### src/riscv_mw_pkg.sv
package riscv_mw_pkg;

    localparam int riscv_mw_xlen      = 64;    // data path width
    localparam int riscv_mw_regaddr_w = 5;     // x0..x31

    // load type, same encoding as funct3 of the load opcode
    typedef enum logic [2:0]
    {
        lb  = 3'b000,
        lh  = 3'b001,
        lw  = 3'b010,
        ld  = 3'b011,
        lbu = 3'b100,
        lhu = 3'b101,
        lwu = 3'b110
    } riscv_mw_load_e;

    // writeback source select
    typedef enum logic [1:0]
    {
        src_alu  = 2'b00,
        src_mem  = 2'b01,
        src_pc4  = 2'b10,
        src_uimm = 2'b11
    } riscv_mw_resultsrc_e;

    // bundle leaving the memory stage
    typedef struct packed
    {
        logic [riscv_mw_xlen-1:0]      pcplus4;
        logic [riscv_mw_xlen-1:0]      result;          // alu result, also load address
        logic [riscv_mw_xlen-1:0]      uimm;
        logic [riscv_mw_regaddr_w-1:0] rdaddr;
        riscv_mw_resultsrc_e           resultsrc;
        riscv_mw_load_e                loadtype;
        logic                          regw;
        logic [riscv_mw_xlen-1:0]      csrout;
        logic                          iscsr;
        logic                          gototrap;
        logic                          returnfromtrap;
    } riscv_mw_mem_s;

    // bundle held in the mem/wb register
    typedef struct packed
    {
        logic [riscv_mw_xlen-1:0]      pcplus4;
        logic [riscv_mw_xlen-1:0]      result;
        logic [riscv_mw_xlen-1:0]      uimm;
        logic [riscv_mw_regaddr_w-1:0] rdaddr;
        riscv_mw_resultsrc_e           resultsrc;
        logic [riscv_mw_xlen-1:0]      memload;         // already aligned and extended
        logic                          regw;
        logic [riscv_mw_xlen-1:0]      csrout;
        logic                          iscsr;
        logic                          gototrap;
        logic                          returnfromtrap;
    } riscv_mw_wb_s;

endpackage
### src/riscv_mw_top.sv
`timescale 1ns/100ps

module riscv_mw_top
(
    input  logic                                        i_riscv_mw_clk,
    input  logic                                        i_riscv_mw_rst,
    input  riscv_mw_pkg::riscv_mw_mem_s                 i_riscv_mw_mem,
    input  logic [riscv_mw_pkg::riscv_mw_xlen-1:0]      i_riscv_mw_rdata,
    input  logic                                        i_riscv_mw_stall,
    input  logic                                        i_riscv_mw_flush,
    output logic                                        o_riscv_mw_rfwe,
    output logic [riscv_mw_pkg::riscv_mw_regaddr_w-1:0] o_riscv_mw_rfaddr,
    output logic [riscv_mw_pkg::riscv_mw_xlen-1:0]      o_riscv_mw_rfdata,
    output logic                                        o_riscv_mw_gototrap_wb,
    output logic                                        o_riscv_mw_returnfromtrap_wb
);

    import riscv_mw_pkg::*;

    logic [riscv_mw_xlen-1:0] memload;
    riscv_mw_wb_s             mw_d;        // register input
    riscv_mw_wb_s             mw_q;        // register output

    riscv_mw_loadext u_loadext
    (
        .i_riscv_mw_rdata    (i_riscv_mw_rdata),
        .i_riscv_mw_byteoff  (i_riscv_mw_mem.result[2:0]),
        .i_riscv_mw_loadtype (i_riscv_mw_mem.loadtype),
        .o_riscv_mw_memload  (memload)
    );

    // loadtype is consumed here, memload takes its place
    assign mw_d.pcplus4        = i_riscv_mw_mem.pcplus4;
    assign mw_d.result         = i_riscv_mw_mem.result;
    assign mw_d.uimm           = i_riscv_mw_mem.uimm;
    assign mw_d.rdaddr         = i_riscv_mw_mem.rdaddr;
    assign mw_d.resultsrc      = i_riscv_mw_mem.resultsrc;
    assign mw_d.memload        = memload;
    assign mw_d.regw           = i_riscv_mw_mem.regw;
    assign mw_d.csrout         = i_riscv_mw_mem.csrout;
    assign mw_d.iscsr          = i_riscv_mw_mem.iscsr;
    assign mw_d.gototrap       = i_riscv_mw_mem.gototrap;
    assign mw_d.returnfromtrap = i_riscv_mw_mem.returnfromtrap;

    riscv_mw_ppreg u_ppreg
    (
        .i_riscv_mw_clk   (i_riscv_mw_clk),
        .i_riscv_mw_rst   (i_riscv_mw_rst),
        .i_riscv_mw_stall (i_riscv_mw_stall),
        .i_riscv_mw_flush (i_riscv_mw_flush),
        .i_riscv_mw_m     (mw_d),
        .o_riscv_mw_wb    (mw_q)
    );

    riscv_mw_wbsel u_wbsel
    (
        .i_riscv_mw_wb                (mw_q),
        .o_riscv_mw_rfwe              (o_riscv_mw_rfwe),
        .o_riscv_mw_rfaddr            (o_riscv_mw_rfaddr),
        .o_riscv_mw_rfdata            (o_riscv_mw_rfdata),
        .o_riscv_mw_gototrap_wb       (o_riscv_mw_gototrap_wb),
        .o_riscv_mw_returnfromtrap_wb (o_riscv_mw_returnfromtrap_wb)
    );

endmodule

### src/riscv_mw_wbsel.sv
`timescale 1ns/100ps

module riscv_mw_wbsel
(
    input  riscv_mw_pkg::riscv_mw_wb_s                  i_riscv_mw_wb,
    output logic                                        o_riscv_mw_rfwe,
    output logic [riscv_mw_pkg::riscv_mw_regaddr_w-1:0] o_riscv_mw_rfaddr,
    output logic [riscv_mw_pkg::riscv_mw_xlen-1:0]      o_riscv_mw_rfdata,
    output logic                                        o_riscv_mw_gototrap_wb,
    output logic                                        o_riscv_mw_returnfromtrap_wb
);

    import riscv_mw_pkg::*;

    logic [riscv_mw_xlen-1:0] src_data;

    // normal result mux
    always_comb
    begin
        src_data = i_riscv_mw_wb.result;
        case (i_riscv_mw_wb.resultsrc)
            src_alu:  src_data = i_riscv_mw_wb.result;
            src_mem:  src_data = i_riscv_mw_wb.memload;
            src_pc4:  src_data = i_riscv_mw_wb.pcplus4;
            src_uimm: src_data = i_riscv_mw_wb.uimm;    // lui
            default:  src_data = i_riscv_mw_wb.result;
        endcase
    end

    // csr read value overrides the source mux
    assign o_riscv_mw_rfdata = i_riscv_mw_wb.iscsr ? i_riscv_mw_wb.csrout : src_data;

    assign o_riscv_mw_rfaddr = i_riscv_mw_wb.rdaddr;
    assign o_riscv_mw_rfwe   = i_riscv_mw_wb.regw && (i_riscv_mw_wb.rdaddr != '0);   // x0 stays 0

    assign o_riscv_mw_gototrap_wb       = i_riscv_mw_wb.gototrap;
    assign o_riscv_mw_returnfromtrap_wb = i_riscv_mw_wb.returnfromtrap;

endmodule

### src/riscv_mw_ppreg.sv
`timescale 1ns/100ps

module riscv_mw_ppreg
(
    input  logic                       i_riscv_mw_clk,
    input  logic                       i_riscv_mw_rst,
    input  logic                       i_riscv_mw_stall,
    input  logic                       i_riscv_mw_flush,
    input  riscv_mw_pkg::riscv_mw_wb_s i_riscv_mw_m,
    output riscv_mw_pkg::riscv_mw_wb_s o_riscv_mw_wb
);

    import riscv_mw_pkg::*;

    riscv_mw_wb_s wb_q;

    // flush beats stall, stall holds everything
    always_ff @(posedge i_riscv_mw_clk or posedge i_riscv_mw_rst)
    begin
        if (i_riscv_mw_rst)
        begin
            wb_q <= '0;
        end
        else if (i_riscv_mw_flush)
        begin
            wb_q <= '0;                 // bubble, regw and trap flags drop
        end
        else if (!i_riscv_mw_stall)
        begin
            wb_q <= i_riscv_mw_m;
        end
    end

    assign o_riscv_mw_wb = wb_q;

endmodule

### src/riscv_mw_loadext.sv
`timescale 1ns/100ps

module riscv_mw_loadext
(
    input  logic [riscv_mw_pkg::riscv_mw_xlen-1:0] i_riscv_mw_rdata,
    input  logic [2:0]                             i_riscv_mw_byteoff,
    input  riscv_mw_pkg::riscv_mw_load_e           i_riscv_mw_loadtype,
    output logic [riscv_mw_pkg::riscv_mw_xlen-1:0] o_riscv_mw_memload
);

    import riscv_mw_pkg::*;

    logic [riscv_mw_xlen-1:0] shifted;
    logic [7:0]               sel_b;
    logic [15:0]              sel_h;
    logic [31:0]              sel_w;

    // byte offset times 8, field lands at bit 0
    assign shifted = i_riscv_mw_rdata >> {i_riscv_mw_byteoff, 3'b000};

    assign sel_b = shifted[7:0];
    assign sel_h = shifted[15:0];
    assign sel_w = shifted[31:0];

    always_comb
    begin
        case (i_riscv_mw_loadtype)
            lb:
            begin
                o_riscv_mw_memload = {{(riscv_mw_xlen-8){sel_b[7]}}, sel_b};
            end
            lh:
            begin
                o_riscv_mw_memload = {{(riscv_mw_xlen-16){sel_h[15]}}, sel_h};
            end
            lw:
            begin
                o_riscv_mw_memload = {{(riscv_mw_xlen-32){sel_w[31]}}, sel_w};
            end
            ld:
            begin
                o_riscv_mw_memload = i_riscv_mw_rdata;     // aligned, no shift
            end
            lbu:
            begin
                o_riscv_mw_memload = {{(riscv_mw_xlen-8){1'b0}}, sel_b};
            end
            lhu:
            begin
                o_riscv_mw_memload = {{(riscv_mw_xlen-16){1'b0}}, sel_h};
            end
            lwu:
            begin
                o_riscv_mw_memload = {{(riscv_mw_xlen-32){1'b0}}, sel_w};
            end
            default:
            begin
                o_riscv_mw_memload = '0;                  // 3'b111 is not a load
            end
        endcase
    end

endmodule

### config.mk
export PLATFORM = sky130hd
export DESIGN_NAME = riscv_mw_top
export DESIGN_NICKNAME = d
export VERILOG_FILES = /design/src/riscv_mw_pkg.sv /design/src/riscv_mw_top.sv /design/src/riscv_mw_wbsel.sv /design/src/riscv_mw_ppreg.sv /design/src/riscv_mw_loadext.sv
export SDC_FILE = /design/constraint.sdc
export NUM_CORES = 1
export LEC_CHECK = 0
export ABC_AREA = 1
export BUFFER_PORTS_ARGS = -buffer_cell sky130_fd_sc_hd__buf_4
export CORE_ASPECT_RATIO = 0.6
export CORE_MARGIN = 3
export CORE_UTILIZATION = 55
export CTS_BUF_LIST = sky130_fd_sc_hd__clkbuf_4 sky130_fd_sc_hd__clkbuf_8
export CTS_CLUSTER_SIZE = 14
export DETAILED_ROUTE_END_ITERATION = 8
export HOLD_SLACK_MARGIN = 0.05
export PLACE_DENSITY_LB_ADDON = 0.25
export SKIP_LAST_GASP = 1
export SYNTH_ARGS = -nofsm -noshare
export SYNTH_HDL_FRONTEND = slang
export SYNTH_SLANG_ARGS = --single-unit
export TNS_END_PERCENT = 20
### constraint.sdc
create_clock -name i_riscv_mw_clk -period 12.5 [get_ports i_riscv_mw_clk]
set_input_delay 0.625 -clock i_riscv_mw_clk [delete_from_list [all_inputs] [get_ports i_riscv_mw_clk]]
set_output_delay 0.625 -clock i_riscv_mw_clk [all_outputs]
set_load 0.05 [all_outputs]
Word-level counts from Yosys, hierarchy flattened:

Cells that the tools add are included.

* register bits: 331
* input bits: 338
* output and inout port bits: 72
* logic and storage cells: 31

* eq/ne operators: 10
* shift-type cells: 1
* multiplexer cells: 5
* reduce and logical (&&, ||, !) cells: 4

Operator list (count)
* $mux W331: 2
* $pmux W64 S7: 1
* $pmux W64 S4: 1
* $mux W64: 1
* $shr A64 B6 Y32: 1
* $eq A3 B3 Y1 const B: 3
* $eq A3 B2 Y1 const B: 2
* $reduce_bool A5 Y1: 1
* $eq A2 B2 Y1 const B: 2
* $eq A3 B1 Y1 const B: 1
* $logic_not A3 Y1: 1
* $eq A2 B1 Y1 const B: 1
* $logic_not A2 Y1: 1
* $ne A2 B1 Y1 const B: 1
* $logic_and A1 B1 Y1: 1

Depth between registers and ports, before layout:

Gate-level depths: netlist of the first run.

* depth in word-level cells: 4
* depth in mapped cells: 13
* gate-level depth less buffers: 11

By module:

From an unflattened synthesis of the first run, not the netlist that was laid out.

* cell total of the unflattened synthesis: 2625
* area, all modules: 18637.9 um^2

Modules (own cells, without submodules)
* riscv_mw_ppreg: instances 1, cells each 1436, area each 13211.4 um^2, sequential area each 8282.9 um^2
* riscv_mw_wbsel: instances 1, cells each 655, area each 2985.4 um^2, sequential area each 0.0 um^2
* riscv_mw_loadext: instances 1, cells each 534, area each 2441.1 um^2, sequential area each 0.0 um^2

Least setup slack after synthesis of the first run:

Ideal clock, no wire load.

* path kind: register to output
* start point: register u_ppreg.wb_q, in the netlist u_ppreg.o_riscv_mw_wb[133]
* end point: output port o_riscv_mw_rfdata[34] in the netlist's numbering
* data arrival time: 1.991 ns
* data required time: 11.875 ns
* slack: 9.884 ns
* stages on the path, launching flop included: 6
* path buffers: 2
* cell sequence: dfrtp_1 > nor2_1 > clkbuf_1 > buf_1 > a21oi_1 > a22oi_1

* word-level cells in the longest chain between the ends: 3
* elaborated cells between the ends (all ways): 6
* classes of those cells: eq/ne (3); mux (2); reduce/logical (1)

RTL lines
* start, declared: RTL line riscv_mw_ppreg.sv:15 `riscv_mw_wb_s wb_q;`
* start signal, assigned: RTL line riscv_mw_ppreg.sv:30 `wb_q <= i_riscv_mw_m;`
* $eq A2 B2 Y1, or another cell as far along: RTL line riscv_mw_wbsel.sv:21 `case (i_riscv_mw_wb.resultsrc)`
* $pmux W64 S4 (*): RTL line riscv_mw_wbsel.sv:21
* $mux W64 (*): RTL line riscv_mw_wbsel.sv:31 `assign o_riscv_mw_rfdata = i_riscv_mw_wb.iscsr ? i_riscv_mw_wb.csrout : src_data;`
* end, declared: RTL line riscv_mw_top.sv:13 `output logic [riscv_mw_pkg::riscv_mw_xlen-1:0] o_riscv_mw_rfdata,`

Mark *: on every way between the ends. The rest lies on a longest branch, timed or not.

Final worst setup path of the first run:

* start point: register u_ppreg.wb_q, in the netlist u_ppreg.o_riscv_mw_wb[2]
* end point: output port o_riscv_mw_rfdata[53] in the netlist's numbering

* word-level cells in the longest chain between the ends: 1

RTL lines (RTL line)
* $mux W64: riscv_mw_wbsel.sv:31

Every way passes these cells.

==> metrics.txt, run 1 <==
worst endpoint data arrival time around 3.3 ns; Area growth syn-to-layout 24.7%; Combinational Power Share 0.198; routed len/inst 21.0 um; Setup TNS 0 ns; worst slew pin tran 1.06 ns; worst setup margin 8.59 ns; post_cts resized 0; Crit. End Element primary output; Worst Hold Depth 3; H-tree levels 2; Pre-antenna DRT Iters 5; Internal Power roughly 1.8 mW; Filler Cell Count 2392; fmax 0.255 GHz; GP Congestion 1.01; endpoints failing hold 0; area of the multi-input gates 6840 um^2; setup violators final 0; post-synthesis sequential element count 331; # Post-CTS Setup Buffers 0; die height 141 um; r2r worst-path depth 3; max reg flops 331; Worst R2R Setup Slack 10.09 ns; Buffers on Ports 409; Worst Skew 0 ns; grt total ovfl 0; Lkg Pwr 10.7 nW; GRT Util Overall 0.373; CTS Buffer Depth 3; status finished, final reports clean; sequential fraction of the synthesis area 0.499; Worst slew margin 0.296; CTS tree yes; row count 48; Max-Cap Viols 0; clock share of power 0.354; hpwl dp 42.5 mm; Net Sw Power 798 uW; die area 32300 um^2; via count of the first global-routing pass about 16000; pre-CTS setup slack 8.83 ns; core area between 20000 and 30000 um^2; hold buffer count at cts 0; Worst Setup Start Kind register; RSZ-0062 raised after global routing no; 1st-iter DRT viols 2148; post-synth cell types 28; syn_nets between 2000 and 2500; Starting Density 0.568; via count between 15000 and 20000; switch share 0.308; post-route ant nets 0; PwrDens ~130 nW/um^2; Avg Cell Area, Syn 7.74 um^2; synthesized instance count 2142; most frequent cells in the layout nand2_1, buf_4, dfrtp_1; pin count of the biggest net entering global routing 130; hold crit path type in -> reg; first-pass GRT wire length 94.0 mm; Flop pwr share 0.448; CTS root buffer clkbuf_8; clock-pin slew on the worst setup and hold paths approximately 0.070 ns; drt drc 0; crit-path max FO 58; Setup Crit Path Kind reg -> out; Yosys warnings 0; register area 8290 um^2; hold worst-path end u_ppreg.o_riscv_mw_wb[221]; Required @ worst endpoint 11.88 ns; Die Wd 230 um; Netlist Area Pre-Place 16600 um^2; vias per cell 5.81; Slew Limit Fails 0; Total Wirelength just over 60 mm; Max VDD drop between 100 and 150 uV; Min Clock Period, post-route ~3.9 ns; Final period util 0.313; RR Startpoint u_ppreg.o_riscv_mw_wb[2]; clk_lat worst skew slightly above 0.6 ns; CTS buffer count 47; R2R Path End u_ppreg.o_riscv_mw_wb[2]; nets 2805; most common cell after layout, fill and taps aside nand2_1; hold wc startpoint i_riscv_mw_mem[160]; antenna violations before repair 0; share of cells above drive strength 1 0.212; I/O pin cnt 410; clock sinks 331
[kinds of logic after synthesis]
logic type,after synthesis,synth area share
buffers and inverters,371,0.0903
and+or+nand+nor,857,0.203
DFF,331,0.499
AOI/OAI and AO/OA,583,0.207
[metrics by stage]
step                      cells  cell area, um^2  utilization  hold slack, ns  total power, mW
after floorplan            2142            16600            -           0.442             1.47
after global placement     2818            19700        0.674           0.454             1.68
after detailed placement   2818            19700        0.674           0.459             1.68
after CTS                  2900            20700        0.709           0.182             2.60
after global routing       2900            20700        0.709           0.210             2.70
final                      2901            20700        0.709           0.216             2.60
[worst max-delay path, stage by stage, from the launching register on]
cell and delay (ns):
dfrtp_4 0.81, buf_4 0.67, inv_1 0.53, o21ai_0 0.23, o21ai_0 0.17, buf_4 0.24
[layout make-up]
type,count,area share
Sequential cell,331,0.401
Multi-Input combinational cell,1440,0.331
Timing Repair Buffer,427,0.155
Clock buffer,73,0.0446
Inverter,220,0.0404
Tap cell,400,0.0242
Clock inverter,9,0.00411
Antenna cell,1,0.000121
[worst max-delay path by stage]
stage	start	endpoint	slack, ns	depth (start not counted)
global route	u_ppreg.o_riscv_mw_wb[2]	o_riscv_mw_rfdata[53]	8.46	4
finish	u_ppreg.o_riscv_mw_wb[2]	o_riscv_mw_rfdata[53]	8.59	5
floorplan	i_riscv_mw_rst	u_ppreg.o_riscv_mw_wb[0]	2.71	1
detailed placement	i_riscv_mw_flush	u_ppreg.o_riscv_mw_wb[250]	8.83	6
global placement	i_riscv_mw_flush	u_ppreg.o_riscv_mw_wb[228]	8.93	6
CTS	u_ppreg.o_riscv_mw_wb[2]	o_riscv_mw_rfdata[53]	8.65	5
[power groups by stage]
| stage | Combinational [mW] | Sequential, mW | Clock [mW] |
|---|---|---|---|
| floorplan | 0.298 | 1.17 | 0 |
| global placement | 0.497 | 1.18 | 0 |
| detailed placement | 0.504 | 1.18 | 0 |
| CTS | 0.506 | 1.16 | 0.929 |
| global route | 0.551 | 1.17 | 0.977 |
| finish | 0.514 | 1.16 | 0.919 |
[routing by layer]
| layer | vias up | track usage | wire length [um] |
|---|---|---|---|
| met5 | - | 0 | 0 |
| met3 | 96 | 0.0927 | 6870 |
| met2 | 969 | 0.535 | 25800 |
| li1 | 7624 | - | - |
| met1 | 8165 | 0.567 | 27000 |
| met4 | 0 | 0.0934 | 1370 |
[cells in the mapped netlist (all sizes together)]
cell type	instances	area [um^2]
clkbuf	116	435
a21oi	134	671
a22oi	55	413
dfrtp	331	8280
a22o	80	701
o211ai	14	105
buf	35	236
nor3	4	20.0
o21ai	272	1360
o22ai	26	163
clkinv	3	11.3
and2	4	25.0
nand3	72	360
nand4	3	18.8
o21a	1	7.51
nand2	700	2630
inv	217	815
o41ai	1	8.76
nor2	74	319
(Power assumes the default switching activity.)
==> run 2, diff against run 1 <==
CORE_UTILIZATION = 50   (was 55)
clock period = 3.25 ns   (was 12.5 ns; I/O delays follow)
==> metrics.txt, run 2 (same netlist as run 1, synthesis figures left out) <==
pre-CTS setup slack between 0.9 and 1 ns; most frequent cells in the layout nand2_1, buf_4, dfrtp_1; Starting Density 0.520; crit-path max FO a little over 40; Lkg Pwr 12.1 nW; H-tree levels 2; via count of the first global-routing pass 18900; clock-pin slew on the worst setup and hold paths 0.06 ns; Max VDD drop 449 uV; area of the multi-input gates 6840 um^2; share of cells above drive strength 1 0.192; Crit. End Element primary output; pin count of the biggest net entering global routing 196; post_cts resized 0; drt drc 0; RSZ-0062 raised after global routing no; most common cell after layout, fill and taps aside nand2_1; die area approximately 35000 um^2; CTS tree yes; Area growth syn-to-layout 44.9%; hold crit path type in -> reg; routed len/inst 21.7 um; Max-Cap Viols 0; Required @ worst endpoint 3.09 ns; Die Wd 241 um; Setup Crit Path Kind reg -> out; Slew Limit Fails 0; worst slew pin tran between 1 and 1.5 ns; core area 31900 um^2; DP Area 19800 um^2; worst setup margin 0.197 ns; vias per cell 5.81; row count 50; via count 18900; register area approximately 8300 um^2; CTS buffer count 49; clock sinks 331; clk_lat worst skew 0.61 ns; CTS Buffer Depth 3; Worst Skew 0 ns; hpwl dp approximately 43 mm; post-route ant nets 0; die height 147 um; max reg flops 331; Min Clock Period, post-route about 3.1 ns; Total Wirelength 70.6 mm; fmax 0.328 GHz; status finished, final reports clean; 1st-iter DRT viols 2277; worst endpoint data arrival time 2.89 ns; setup violators final 0; GRT Util Overall 0.391; hold buffer count at cts 314; Worst Setup Start Kind register; nets 3129; Filler Cell Count about 2200; Layout Cells excl Fill 3257; Setup TNS 0 ns; Pre-antenna DRT Iters 6; antenna violations before repair 12; first-pass GRT wire length roughly 110 mm; CTS root buffer clkbuf_8; Worst slew margin 0.266; Final period util 0.939; # Post-CTS Setup Buffers 0; I/O pin cnt 410; endpoints failing hold 0; Post-Place Cells 2842; Buffers on Ports roughly 410; grt total ovfl 0; GP Congestion 1.00; final non-filler cell area 24000 um^2; PwrDens around 440 nW/um^2
## run 2: cell count changes in the layout (fill, tap and decap cells not counted), moves of 2 or more
cell           before  now
buf_12              0    6
buf_4             427  429
clkbuf_4           13   19
diode_2             1   14
dlygate4sd3_1       0  314
## run 2: path summary, 6_finish.rpt
kind	startpoint	endpoint	slack, ns	cells after the start
max	u_ppreg.o_riscv_mw_wb[133]	o_riscv_mw_rfdata[45]	0.20	7
min	i_riscv_mw_rdata[16]	u_ppreg.o_riscv_mw_wb[84]	0.09	7
max reg2reg	u_ppreg.o_riscv_mw_wb[2]	u_ppreg.o_riscv_mw_wb[2]	1.83	2
min reg2reg	u_ppreg.o_riscv_mw_wb[234]	u_ppreg.o_riscv_mw_wb[234]	0.48	2
max in group asynchronous	i_riscv_mw_rst	u_ppreg.o_riscv_mw_wb[31]	2.10	4
min in group asynchronous	i_riscv_mw_rst	u_ppreg.o_riscv_mw_wb[199]	0.29	4
## run 2: cell type report
class,count,share of cell area
sequential,331,0.345
multi-input combinational,1440,0.285
timing repair buffer,749,0.270
clock buffer,80,0.0409
inverter,220,0.0346
tap,416,0.0217
clock inverter,7,0.00208
antenna,14,0.00146
## run 2: power by group
group | internal (mW) | switching, mW
sequential | 4.34 | 0.122
clock | 1.91 | 1.73
combinational | 0.937 | 1.44
## run 2: metrics by stage
step,utilization,total power [mW],hold slack (ns)
after floorplan,-,5.64,0.279
after global placement,0.621,6.47,0.364
after detailed placement,0.621,6.49,0.370
after CTS,0.752,10.4,0.0555
after global routing,0.753,10.9,0.125
final,0.753,10.5,0.0910
## run 2: worst max-delay path, cell delays in order (launching register included)
cell	delay (ns)
dfrtp_1	0.50
nand2_1	0.13
inv_2	0.69
nand2_1	0.20
o21ai_0	0.16
a21oi_1	0.07
a22oi_1	0.24
buf_4	0.26
## run 2: routing by layer
| layer | GRT usage | vias to the layer above | wire length [um] |
|---|---|---|---|
| li1 | - | 8285 | - |
| met1 | 0.548 | 9018 | 28800 |
| met2 | 0.579 | 1351 | 30700 |
| met3 | 0.111 | 259 | 8420 |
| met4 | 0.148 | 2 | 2640 |
| met5 | 0 | - | 10 |
==> run 3, diff against run 2 <==
ABC_AREA = default   (was 1)
CORE_UTILIZATION = 51   (was 50)
==> metrics.txt, run 3 <==
H-tree levels 2; most frequent cells in the layout buf_4, dlygate4sd3_1, dfrtp_1; hpwl dp 37.7 mm; clk_lat worst skew 0.59 ns; vias per cell slightly below 6; Critical-path top delay cell mux4_2; 1st-iter DRT viols 1416; worst endpoint data arrival time between 2 and 3 ns; Setup TNS 0 ns; hold crit path type in -> reg; clock-pin slew on the worst setup and hold paths 0.06 ns; routed len/inst 23.6 um; pin count of the biggest net entering global routing 139; Buffers on Ports 409; EDFF count, synth 0; synthesized instance count ~1500; slowest cell delay on critical path 0.65 ns; switch share 0.295; Min Clock Period, post-route approximately 2.8 ns; crit-path max FO 65; top cells by area, synth dfrtp_1, mux2i_1, mux4_2, nor2_1, mux2_2; CTS buffer count slightly below 50; Avg Cell Area, Syn 11.5 um^2; post-synth cell types 44; Combinational Power Share 0.230; DP Area 20700 um^2; top cell type's share of synthesized area 0.478; XOR/XNOR Fraction of Synth Area 0.000506; final core occ 0.764; post-synthesis mux area share 0.322; core area roughly 33000 um^2; area leader, netlist dfrtp_1; GP Congestion 0.938; post_cts resized 0; Final period util 0.863; Total Wirelength approximately 64 mm; area of the multi-input gates 8400 um^2; RSZ-0062 raised after global routing no; Starting Density 0.526; Synth Flop Type dfrtp_1; Worst Skew 0 ns; Net Sw Power 3.15 mW; CTS root buffer clkbuf_8; crit-path cells buf_12 -> mux4_2 -> mux2_2 -> buf_4; antenna violations before repair 13; via count 15600; most common cell after layout, fill and taps aside buf_4; die height 149 um; first-pass GRT wire length 98.0 mm; Die Wd between 200 and 250 um; Synth Area in Compound Gates 0.0722; CTS tree yes; worst slew pin tran 1.04 ns; CTS Buffer Depth 3; row count between 50 and 60; Lkg Pwr 12.2 nW; Flop pwr share 0.425; status finished, final reports clean; Setup Crit Path Kind reg -> out; Hold WS about 0.087 ns; Area growth syn-to-layout 45.2%; max reg flops 331; Synth Area in Simple Gates 0.0890; post-route ant nets 0; Post-synth top cells dfrtp_1, mux2i_1, nor2_1, clkbuf_1, mux4_2; worst setup margin 0.447 ns; main combinational cell family by area after synthesis multiplexers; Worst Setup Start Kind register; die area 36300 um^2; Post-synth ARST share 1.00; Netlist Area Pre-Place approximately 17000 um^2; Max-Cap Viols 0; Post-Place Cells 2253; pre-CTS setup slack 0.743 ns; post-synthesis sequential element count 331; syn_nets 1843; Layout Cells excl Fill 2687; drt drc 0; clock sinks 331; clock share of power 0.345; RR Startpoint u_ppreg.o_riscv_mw_wb[2]; Filler Cell Count 2023; via count of the first global-routing pass 16600; nets 2532; Slew Limit Fails 0; GRT Util Overall 0.349; top-count cell post-synth dfrtp_1; synthesized-area fraction occupied by adder cells 0; share of cells above drive strength 1 0.302; fmax 0.357 GHz; final non-filler cell area 25200 um^2; Crit. End Element primary output; register area 8290 um^2; Worst slew margin 0.308; Tot Pwr ~11 mW; I/O pin cnt 410; hold wc startpoint i_riscv_mw_stall; Required @ worst endpoint roughly 3 ns; Max VDD drop about 380 uV; # Post-CTS Setup Buffers 0; CP startpoint u_ppreg.o_riscv_mw_wb[133]; endpoints failing hold 0; Internal Power 7.54 mW; Pre-antenna DRT Iters 6; Yosys warnings 0; grt total ovfl 0; sequential fraction of the synthesis area 0.478; PwrDens 425 nW/um^2; setup violators final 0
==> run 3: worst max-delay path: cells and delay by family (launching register included) <==
kind	cells	cell delay, ns
buffers and inverters	2	0.62
muxes	2	0.93
DFF	1	0.42
==> run 3: power groups by stage <==
stage	logic (mW)	clock network [mW]	registers (mW)
floorplan	1.32	0	4.51
global placement	2.01	0	4.59
detailed placement	2.03	0	4.60
CTS	2.39	3.70	4.53
global route	2.60	3.91	4.57
finish	2.46	3.69	4.55
==> run 3: path summary, 6_finish.rpt <==
path                                              end  slack (ns)  cells past startpoint
max                             o_riscv_mw_rfdata[50]        0.45                      4
min                          u_ppreg.o_riscv_mw_wb[4]        0.09                      3
max reg2reg                  u_ppreg.o_riscv_mw_wb[2]        1.23                      3
min reg2reg                u_ppreg.o_riscv_mw_wb[106]        0.49                      2
max in group asynchronous  u_ppreg.o_riscv_mw_wb[244]        1.99                      4
min in group asynchronous   u_ppreg.o_riscv_mw_wb[27]        0.29                      3
==> run 3: per-layer routing <==
layer	global-route usage	wire [um]
met4	0.140	2610
met1	0.462	25300
met2	0.550	29800
met5	0	32
met3	0.0972	5720
==> run 3: layout make-up <==
class	instances	area share
Antenna cell	11	0.00109
Inverter	4	0.000746
Clock inverter	5	0.00209
Clock buffer	78	0.0395
Tap cell	450	0.0224
Multi-Input combinational cell	1032	0.334
Timing Repair Buffer	776	0.270
Sequential cell	331	0.330
==> run 3: cell families (layout without fill, tap and decap cells) <==
logic type      count (synthesis)  after routing
other cells                     0             11
flops                         331            331
xor+xnor                        1              1
buf+inv                       142            863
compound gates                188            188
mux                           459            459
simple gates                  384            384
==> run 3: timing repair <==
| item | CTS | global route |
|---|---|---|
| setup endpoints to repair | 0 | 0 |
| endpoints found under the hold margin | 351 | 0 |
| hold buffers | 340 | 0 |
